===== src/source/valu_pkg.sv =====
`default_nettype none

package valu_pkg;

    // Datapath and sideband widths
    localparam int DATA_W = 64;
    localparam int BE_W   = DATA_W / 8;
    localparam int ADDR_W = 32;
    localparam int VL_W   = 8;
    localparam int OFF_W  = 8;
    localparam int FUNC_W = 6;
    localparam int SEW_W  = 2;

    localparam int UNIT_LATENCY = 2; // Register stages per unit
    localparam int VALU_LATENCY = 3; // Unit stages plus response register

    localparam logic [SEW_W-1:0] SEW_8  = 2'd0;
    localparam logic [SEW_W-1:0] SEW_16 = 2'd1;
    localparam logic [SEW_W-1:0] SEW_32 = 2'd2;
    localparam logic [SEW_W-1:0] SEW_64 = 2'd3;

    // Arithmetic group
    localparam logic [FUNC_W-1:0] FN_ADD  = 6'b000000;
    localparam logic [FUNC_W-1:0] FN_SUB  = 6'b000010;
    localparam logic [FUNC_W-1:0] FN_RSUB = 6'b000011;
    localparam logic [FUNC_W-1:0] FN_MINU = 6'b000100;
    localparam logic [FUNC_W-1:0] FN_MIN  = 6'b000101;
    localparam logic [FUNC_W-1:0] FN_MAXU = 6'b000110;
    localparam logic [FUNC_W-1:0] FN_MAX  = 6'b000111;

    // Logic group
    localparam logic [FUNC_W-1:0] FN_AND   = 6'b001001;
    localparam logic [FUNC_W-1:0] FN_OR    = 6'b001010;
    localparam logic [FUNC_W-1:0] FN_XOR   = 6'b001011;
    localparam logic [FUNC_W-1:0] FN_MERGE = 6'b010111;

    // One register chunk seen as lanes of each element width
    typedef union packed {
        logic [DATA_W/8-1:0][7:0]   b;
        logic [DATA_W/16-1:0][15:0] h;
        logic [DATA_W/32-1:0][31:0] w;
        logic [DATA_W-1:0]          d;
    } vec_word_t;

endpackage

`default_nettype wire


===== src/source/valu_exec_if.sv =====
`timescale 1ns/10ps
`default_nettype none

interface valu_exec_if;
    import valu_pkg::*;

    logic              arith_valid;
    logic              logic_valid;
    logic [FUNC_W-1:0] func;
    logic [SEW_W-1:0]  sew;
    logic [DATA_W-1:0] data0;
    logic [DATA_W-1:0] data1;
    logic [BE_W-1:0]   be;

    modport decode (output arith_valid, logic_valid, func, sew, data0, data1, be);
    modport unit   (input arith_valid, logic_valid, func, sew, data0, data1, be);

endinterface

`default_nettype wire


===== src/source/valu_arith.sv =====
`timescale 1ns/10ps
`default_nettype none

module valu_arith (
    input  logic                          clk,
    input  logic                          rst,
    valu_exec_if.unit                     exec,
    output logic                          result_valid,
    output logic [valu_pkg::DATA_W-1:0]   result_data
);
    import valu_pkg::*;

    vec_word_t       op_a, op_b;
    vec_word_t       add_x, add_y;
    vec_word_t       sum_c;
    logic [BE_W-1:0] lt_c;
    logic            is_sub, is_rsub, is_signed, is_minmax, is_max;

    logic            s1_valid;
    vec_word_t       s1_sum, s1_a, s1_b;
    logic [BE_W-1:0] s1_lt;   // One flag per lane, low lanes used at wide SEW
    logic [SEW_W-1:0] s1_sew;
    logic            s1_minmax, s1_max;
    vec_word_t       word_c;

    assign op_a = exec.data0;
    assign op_b = exec.data1;

    assign is_rsub   = (exec.func == FN_RSUB);
    assign is_sub    = (exec.func == FN_SUB) | is_rsub;
    assign is_signed = (exec.func == FN_MIN) | (exec.func == FN_MAX);
    assign is_max    = (exec.func == FN_MAX) | (exec.func == FN_MAXU);
    assign is_minmax = (exec.func == FN_MIN) | (exec.func == FN_MINU) | is_max;

    // sub is data0 - data1, rsub is data1 - data0
    assign add_x = is_rsub ? op_b : op_a;
    assign add_y = is_rsub ? op_a : op_b;

    always_comb begin
        sum_c = '0;
        lt_c  = '0;
        case (exec.sew)
            SEW_8: begin
                for (int i = 0; i < DATA_W / 8; i++) begin
                    sum_c.b[i] = is_sub ? add_x.b[i] - add_y.b[i] : add_x.b[i] + add_y.b[i];
                    lt_c[i] = is_signed ? ($signed(op_a.b[i]) < $signed(op_b.b[i]))
                                        : (op_a.b[i] < op_b.b[i]);
                end
            end
            SEW_16: begin
                for (int i = 0; i < DATA_W / 16; i++) begin
                    sum_c.h[i] = is_sub ? add_x.h[i] - add_y.h[i] : add_x.h[i] + add_y.h[i];
                    lt_c[i] = is_signed ? ($signed(op_a.h[i]) < $signed(op_b.h[i]))
                                        : (op_a.h[i] < op_b.h[i]);
                end
            end
            SEW_32: begin
                for (int i = 0; i < DATA_W / 32; i++) begin
                    sum_c.w[i] = is_sub ? add_x.w[i] - add_y.w[i] : add_x.w[i] + add_y.w[i];
                    lt_c[i] = is_signed ? ($signed(op_a.w[i]) < $signed(op_b.w[i]))
                                        : (op_a.w[i] < op_b.w[i]);
                end
            end
            SEW_64: begin
                sum_c.d = is_sub ? add_x.d - add_y.d : add_x.d + add_y.d;
                lt_c[0] = is_signed ? ($signed(op_a.d) < $signed(op_b.d)) : (op_a.d < op_b.d);
            end
            default: begin
                sum_c = '0;
            end
        endcase
    end

    always_ff @(posedge clk) begin
        if (rst) begin
            s1_valid <= 1'b0;
        end else begin
            s1_valid <= exec.arith_valid;
        end
        if (exec.arith_valid) begin
            s1_sum    <= sum_c;
            s1_lt     <= lt_c;
            s1_a      <= op_a;
            s1_b      <= op_b;
            s1_sew    <= exec.sew;
            s1_minmax <= is_minmax;
            s1_max    <= is_max;
        end
    end

    // Byte i belongs to lane i >> sew
    always_comb begin
        word_c = s1_sum;
        for (int i = 0; i < BE_W; i++) begin
            if (s1_minmax) begin
                word_c.b[i] = (s1_lt[i >> s1_sew] ^ s1_max) ? s1_a.b[i] : s1_b.b[i];
            end
        end
    end

    always_ff @(posedge clk) begin
        if (rst) begin
            result_valid <= 1'b0;
            result_data  <= '0;
        end else begin
            result_valid <= s1_valid;
            result_data  <= s1_valid ? word_c.d : '0; // Zero when idle, ORed downstream
        end
    end

endmodule

`default_nettype wire


===== src/source/valu_decode.sv =====
`timescale 1ns/10ps
`default_nettype none

module valu_decode (
    input  logic                          req_valid,
    input  logic [valu_pkg::FUNC_W-1:0]   req_func_id,
    input  logic [valu_pkg::SEW_W-1:0]    req_sew,
    input  logic [valu_pkg::DATA_W-1:0]   req_data0,
    input  logic [valu_pkg::DATA_W-1:0]   req_data1,
    input  logic [valu_pkg::BE_W-1:0]     req_be,
    valu_exec_if.decode                   exec,
    output logic                          accepted
);
    import valu_pkg::*;

    logic is_arith;
    logic is_logic;

    always_comb begin
        is_arith = 1'b0;
        is_logic = 1'b0;
        case (req_func_id)
            FN_ADD, FN_SUB, FN_RSUB,
            FN_MINU, FN_MIN, FN_MAXU, FN_MAX: begin
                is_arith = 1'b1;
            end
            FN_AND, FN_OR, FN_XOR, FN_MERGE: begin
                is_logic = 1'b1;
            end
            default: begin
                // Unknown code, dropped silently
                is_arith = 1'b0;
                is_logic = 1'b0;
            end
        endcase
    end

    assign exec.arith_valid = req_valid & is_arith;
    assign exec.logic_valid = req_valid & is_logic;

    // Operands pass straight through
    assign exec.func  = req_func_id;
    assign exec.sew   = req_sew;
    assign exec.data0 = req_data0;
    assign exec.data1 = req_data1;
    assign exec.be    = req_be;

    assign accepted = req_valid & (is_arith | is_logic);

endmodule

`default_nettype wire


===== src/source/valu_logic.sv =====
`timescale 1ns/10ps
`default_nettype none

module valu_logic (
    input  logic                          clk,
    input  logic                          rst,
    valu_exec_if.unit                     exec,
    output logic                          result_valid,
    output logic [valu_pkg::DATA_W-1:0]   result_data
);
    import valu_pkg::*;

    logic [DATA_W-1:0] logic_c;
    logic [DATA_W-1:0] s1_data;
    logic              s1_valid;

    always_comb begin
        case (exec.func)
            FN_AND: logic_c = exec.data0 & exec.data1;
            FN_OR:  logic_c = exec.data0 | exec.data1;
            FN_XOR: logic_c = exec.data0 ^ exec.data1;
            default: begin
                // Merge, byte from data0 where be set
                for (int i = 0; i < BE_W; i++) begin
                    logic_c[8*i +: 8] = exec.be[i] ? exec.data0[8*i +: 8] : exec.data1[8*i +: 8];
                end
            end
        endcase
    end

    always_ff @(posedge clk) begin
        if (rst) begin
            s1_valid     <= 1'b0;
            result_valid <= 1'b0;
            result_data  <= '0;
        end else begin
            s1_valid     <= exec.logic_valid;
            result_valid <= s1_valid;
            result_data  <= s1_valid ? s1_data : '0;
        end
        if (exec.logic_valid) s1_data <= logic_c;
    end

endmodule

`default_nettype wire


===== src/source/valu_response.sv =====
`timescale 1ns/10ps
`default_nettype none

module valu_response (
    input  logic                          clk,
    input  logic                          rst,
    input  logic                          accepted,
    input  logic [valu_pkg::ADDR_W-1:0]   req_addr,
    input  logic [valu_pkg::BE_W-1:0]     req_be,
    input  logic [valu_pkg::VL_W-1:0]     req_vl,
    input  logic [valu_pkg::OFF_W-1:0]    req_off,
    input  logic                          req_start,
    input  logic                          req_end,
    input  logic                          arith_valid,
    input  logic [valu_pkg::DATA_W-1:0]   arith_data,
    input  logic                          logic_valid,
    input  logic [valu_pkg::DATA_W-1:0]   logic_data,
    output logic                          resp_valid,
    output logic [valu_pkg::DATA_W-1:0]   resp_data,
    output logic [valu_pkg::ADDR_W-1:0]   resp_addr,
    output logic [valu_pkg::BE_W-1:0]     resp_be,
    output logic [valu_pkg::VL_W-1:0]     resp_vl,
    output logic [valu_pkg::OFF_W-1:0]    resp_off,
    output logic                          resp_start,
    output logic                          resp_end
);
    import valu_pkg::*;

    // addr, be, vl, off, start, end
    logic [ADDR_W+BE_W+VL_W+OFF_W+1:0] sb_in;
    logic [ADDR_W+BE_W+VL_W+OFF_W+1:0] sb_q [UNIT_LATENCY];
    logic                              unit_valid;

    assign sb_in = accepted ? {req_addr, req_be, req_vl, req_off, req_start, req_end} : '0;
    assign unit_valid = arith_valid | logic_valid;

    // Sideband delay line matching the unit pipelines
    always_ff @(posedge clk) begin
        if (rst) begin
            for (int i = 0; i < UNIT_LATENCY; i++) sb_q[i] <= '0;
        end else begin
            sb_q[0] <= sb_in;
            for (int i = 1; i < UNIT_LATENCY; i++) sb_q[i] <= sb_q[i-1];
        end
    end

    always_ff @(posedge clk) begin
        if (rst) begin
            resp_valid <= 1'b0;
            resp_data  <= '0;
            {resp_addr, resp_be, resp_vl, resp_off, resp_start, resp_end} <= '0;
        end else begin
            resp_valid <= unit_valid;
            resp_data  <= arith_data | logic_data; // Idle units drive zero
            {resp_addr, resp_be, resp_vl, resp_off, resp_start, resp_end} <=
                unit_valid ? sb_q[UNIT_LATENCY-1] : '0;
        end
    end

endmodule

`default_nettype wire


===== src/source/valu_top.sv =====
`timescale 1ns/10ps
`default_nettype none

module valu_top (
    input  logic                          clk,
    input  logic                          rst,
    input  logic                          req_valid,
    input  logic [valu_pkg::FUNC_W-1:0]   req_func_id,
    input  logic [valu_pkg::SEW_W-1:0]    req_sew,
    input  logic [valu_pkg::DATA_W-1:0]   req_data0,
    input  logic [valu_pkg::DATA_W-1:0]   req_data1,
    input  logic [valu_pkg::ADDR_W-1:0]   req_addr,
    input  logic [valu_pkg::BE_W-1:0]     req_be,
    input  logic [valu_pkg::VL_W-1:0]     req_vl,
    input  logic                          req_start,
    input  logic                          req_end,
    input  logic [valu_pkg::OFF_W-1:0]    req_off,
    output logic                          resp_valid,
    output logic [valu_pkg::DATA_W-1:0]   resp_data,
    output logic [valu_pkg::ADDR_W-1:0]   resp_addr,
    output logic [valu_pkg::BE_W-1:0]     resp_be,
    output logic [valu_pkg::VL_W-1:0]     resp_vl,
    output logic [valu_pkg::OFF_W-1:0]    resp_off,
    output logic                          resp_start,
    output logic                          resp_end
);
    import valu_pkg::*;

    logic              accepted;
    logic              arith_valid, logic_valid;
    logic [DATA_W-1:0] arith_data, logic_data;

    valu_exec_if exec_if ();

    valu_decode valu_decode_inst (
        .req_valid   (req_valid),
        .req_func_id (req_func_id),
        .req_sew     (req_sew),
        .req_data0   (req_data0),
        .req_data1   (req_data1),
        .req_be      (req_be),
        .exec        (exec_if.decode),
        .accepted    (accepted)
    );

    valu_arith valu_arith_inst (
        .clk          (clk),
        .rst          (rst),
        .exec         (exec_if.unit),
        .result_valid (arith_valid),
        .result_data  (arith_data)
    );

    valu_logic valu_logic_inst (
        .clk          (clk),
        .rst          (rst),
        .exec         (exec_if.unit),
        .result_valid (logic_valid),
        .result_data  (logic_data)
    );

    valu_response valu_response_inst (
        .clk         (clk),
        .rst         (rst),
        .accepted    (accepted),
        .req_addr    (req_addr),
        .req_be      (req_be),
        .req_vl      (req_vl),
        .req_off     (req_off),
        .req_start   (req_start),
        .req_end     (req_end),
        .arith_valid (arith_valid),
        .arith_data  (arith_data),
        .logic_valid (logic_valid),
        .logic_data  (logic_data),
        .resp_valid  (resp_valid),
        .resp_data   (resp_data),
        .resp_addr   (resp_addr),
        .resp_be     (resp_be),
        .resp_vl     (resp_vl),
        .resp_off    (resp_off),
        .resp_start  (resp_start),
        .resp_end    (resp_end)
    );

endmodule

`default_nettype wire


===== config.mk =====
export PLATFORM = sky130hd
export DESIGN_NAME = valu_top
export DESIGN_NICKNAME = d
export VERILOG_FILES = /design/src/source/valu_pkg.sv /design/src/source/valu_exec_if.sv /design/src/source/valu_arith.sv /design/src/source/valu_decode.sv /design/src/source/valu_logic.sv /design/src/source/valu_response.sv /design/src/source/valu_top.sv
export SDC_FILE = /design/constraint.sdc
export NUM_CORES = 2
export LEC_CHECK = 0
export BUFFER_PORTS_ARGS = -buffer_cell sky130_fd_sc_hd__buf_4
export CORE_AREA = 2 2 306 308
export CTS_CLUSTER_SIZE = 8
export DETAILED_ROUTE_END_ITERATION = 8
export DIE_AREA = 0 0 308 310
export HOLD_SLACK_MARGIN = 0.02
export SYNTH_ARGS = -nofsm -noshare
export SYNTH_HDL_FRONTEND = slang
export SYNTH_HIERARCHICAL = 1
export SYNTH_SLANG_ARGS = --single-unit

===== constraint.sdc =====
create_clock -name clk -period 58.4 [get_ports clk]
set_input_delay 5.84 -clock clk [delete_from_list [all_inputs] [get_ports clk]]
set_output_delay 5.84 -clock clk [all_outputs]
set_load 0.005 [all_outputs]

==> impl_metrics.ini <==
[timing]
hold_slack_ns = 0.403
period_needed_ns = 13.68
max_freq_ghz = 0.0731
relSlewSlack_pct = 18.9
totalNegativeSetupSlack_ns = 0
fin_worst_skew_ns = 0.0430
tightest_slew_ns = 1.20
finalHoldViolCount = 0
drv_slew = 0
rsz0062_at_grt = no
finalSetupViolCount = 0
finalCritPeriodShare_pct = 23.4

[synthesis]
avgSynthCellArea_um2 = 9.04
synth_compound_area_share_pct = 17.7
yosysTopAreaCell = edfxtp_1
synthesis.area_mm2 = 0.0412
syn_inst = 4562
synthArstFlopShare_pct = 0
ys_seq_area_share_pct = 37.5
yosys-mux-area-fraction_pct = 4.14
synthTopCellsByArea = edfxtp_1 (20%), dfxtp_1 (18%), ha_1 (11%), nor2_1 (3.8%), a21oi_1 (3.7%)
synth-simple-area-share_pct = 16.7
synth_enable_flop_cells = 268
ys.warnings.count = 6
synthAdderAreaFrac_pct = 11.2
synth_xor_area_share_pct = 5.31
synth_top_family_by_area = compound AO/OA/AOI/OAI gates
ys.flop_type = dfxtp_1
synth_nets = 5122
ys_ff_latch = 639
yosysTopAreaCellShare_pct = 19.5
synth.distinct_cells = 95

[drt]
wl_met3_um = 13000
dr.pass1.iters = 7
met1_length_um = 63200
wl_um = 137000
ant_nets = 0
wl_met2_um = 58000
routedWlPerCell_um = 23.3
vias = 34100
viasPerCell = 5.78
drt_iter0_drc = 3176
route.detailed.drc = 0
top_layer_used = met5

[grt]
grt_pass1_vias = 31800
grt_max_degree = 146
antenna_found_initial = 4
grtUsageTotal_pct = 28.2
grt_pass1_wl_um = 203000
grt_overflow = 0

[placed_design]
place_inst = 5750
hpwl_um = 101000
io_buffers = 319
gp_congestion = 0.978

[layout]
regArea_mm2 = 0.0155
final_nets = 5206
instances_no_fill = 5897
drive_gt1_share_pct = 11.3
areaGrowthSynthToFinish_pct = 11.8
multiInputGateArea_mm2 = 0.0228
nFillCells = 8793

[worst_setup_path]
required_ns = 58.84
crit_slowest_cell = o31ai_1
cp_max_fo = 52
reg2reg_depth = 6
cp_top_family = simple AND/OR/NAND/NOR gates
path_common_cell = or3_1
start_kind = input pin
ff2ff_setup_slack_ns = 55.39
worstSetupEndpointType = flip-flop
crit_buf_inv = 2
crit_cells = 25
cp.arrival_ns = 14.12
critical-path-max-stage-delay_ns = 0.72
path_class = input pin to flip-flop

[clocking]
cts_buffer_depth = 3
postCtsHoldBufs = 0
cts_max_level = 3
cts_buffers = 91
insertion_delay_ns = 0.69
cts_root_buffer = clkbuf_16
clk_pin_slew_ns = 0.06
postCtsSetupBuffers = 0
cts_sinks = 639
cts_tree = yes
ctsResizeCount = 0

[floorplanning]
start_util_pct = 44.6
die_w_um = 308
die_area_mm2 = 0.0955
pin_count = 320
fp.dieH_um = 310
core_area_mm2 = 0.0925
fp-row-count = 112

[min_path]
min_path_cells = 1
min_path_type = flip-flop to flip-flop

[power_and_ir_drop]
p_leak_nw = 19.7
power_density_mw_per_mm2 = 26.7
p_total_mw = 1.23
ir_drop_mv = 0.0199

[run]
maxCapViolCount = 0

[run_status]
status = complete, no violations
==> state kept, by name, indices dropped and copies added, names as in the netlist, 2 cells and up <==
register	cells
valu_response_inst/resp_off	8
valu_response_inst/sb_q	116
valu_logic_inst/result_data	64
valu_arith_inst/s1_lt	8
valu_response_inst/resp_addr	32
valu_response_inst/resp_data	64
valu_response_inst/resp_vl	8
valu_logic_inst/s1_data	64
valu_arith_inst/result_data	64
valu_arith_inst/s1_b	64
valu_response_inst/resp_be	8
valu_arith_inst/s1_sum	64
valu_arith_inst/s1_a	64
valu_arith_inst/s1_sew	2
==> cells in the final DEF (no fill, tap or decap), drive strengths merged, types with 136 or more instances in the layout <==
cell type / n
a21oi: 305
and2: 195
buf: 361
clkbuf: 136
dfxtp: 371
edfxtp: 268
ha: 355
inv: 253
mux2i: 143
nand2: 249
nor2: 422
nor2b: 201
o21ai: 331
xnor2: 155
==> final cells by class <==
cell class | count | share of cell area, %
inverter | 251 | 2.04
clock inverter | 8 | 0.399
clock buffer | 136 | 5.39
tap | 1197 | 3.25
multi-input combinational | 3302 | 49.4
antenna | 3 | 0.0163
sequential | 639 | 33.6
timing repair buffer | 361 | 5.91
==> Yosys cell counts, types with 14 or more instances <==
library cell    n
a211oi_1       99
a21o_1         99
a21oi_1       303
a221oi_1       18
a22oi_1        72
a31oi_1        33
and2_1        195
and3_1         23
buf_1          23
buf_2          35
buf_4         152
clkbuf_1      139
dfxtp_1       371
edfxtp_1      268
ha_1          355
inv_1         251
mux2i_1       142
nand2_1       248
nand2b_1       22
nand3_1        45
nand4_1        45
nor2_1        421
nor2b_1       199
nor3_1         80
nor4_1         17
o211ai_1       31
o21a_1         22
o21ai_0       281
o21ai_1        48
o21bai_1       22
o221ai_1       14
o31ai_1        22
or3_1          22
xnor2_1       155
xor2_1         95
==> layer usage <==
metal,vias to the layer above,global-route usage [%]
met3,203,5.89
li1,16100,-
met1,16200,40.8
met2,1507,42.3
met4,2,7.95
met5,-,0
==> worst reg2reg max path, delay by kind of cell, from the launching register on <==
family	cells	cell delay, ns
multiplexers	3	0.94
XOR/XNOR	1	0.78
adder cells (fa/ha/maj)	1	0.28
AO/OA/AOI/OAI	1	0.38
flip-flops	1	0.51
==> final timing paths <==
| check | startpoint | to |
|---|---|---|
| setup / recovery | req_func_id[1] | valu_arith_inst/s1_sum[60]$_DFFE_PP_ |
| hold / removal | valu_logic_inst/s1_data[39]$_DFFE_PP_ | valu_logic_inst/result_data[39]$_SDFF_PP0_ |
| setup reg to reg | valu_arith_inst/s1_sew[1]$_DFFE_PP_ | valu_arith_inst/result_data[56]$_SDFF_PP0_ |
| hold reg to reg | valu_logic_inst/s1_data[39]$_DFFE_PP_ | valu_logic_inst/result_data[39]$_SDFF_PP0_ |
==> through the flow <==
stage / worst slack [ns] / instance area [um^2] / utilization, %
3_5_place_dp: 44.11 / 43400 / 46.9
4_1_cts: 44.83 / 46100 / 49.8
5_1_grt: 44.29 / 46100 / 49.8
3_3_place_gp: 44.24 / 43400 / 46.9
2_1_floorplan: 31.53 / 41200 / -
6_report: 44.72 / 46100 / 49.8
==> kinds of logic (layout without fill, tap and decap cells) <==
family | Yosys count | count (layout)
AND/OR/NAND/NOR | 1368 | 1368
AO/OA/AOI/OAI | 1163 | 1163
flip-flops | 639 | 639
buffers and inverters | 621 | 756
adder cells (fa/ha/maj) | 363 | 363
XOR/XNOR | 250 | 250
multiplexers | 158 | 158
other | 0 | 3
==> power by group <==
part / switching, mW / internal [mW] / leakage [nW]
registers: 0.00229 / 0.478 / 5.42
logic: 0.161 / 0.0970 / 13.0
clock network: 0.202 / 0.293 / 1.27
total: 0.365 / 0.867 / 19.7
No activity file was read; power rests on OpenSTA's default activity.
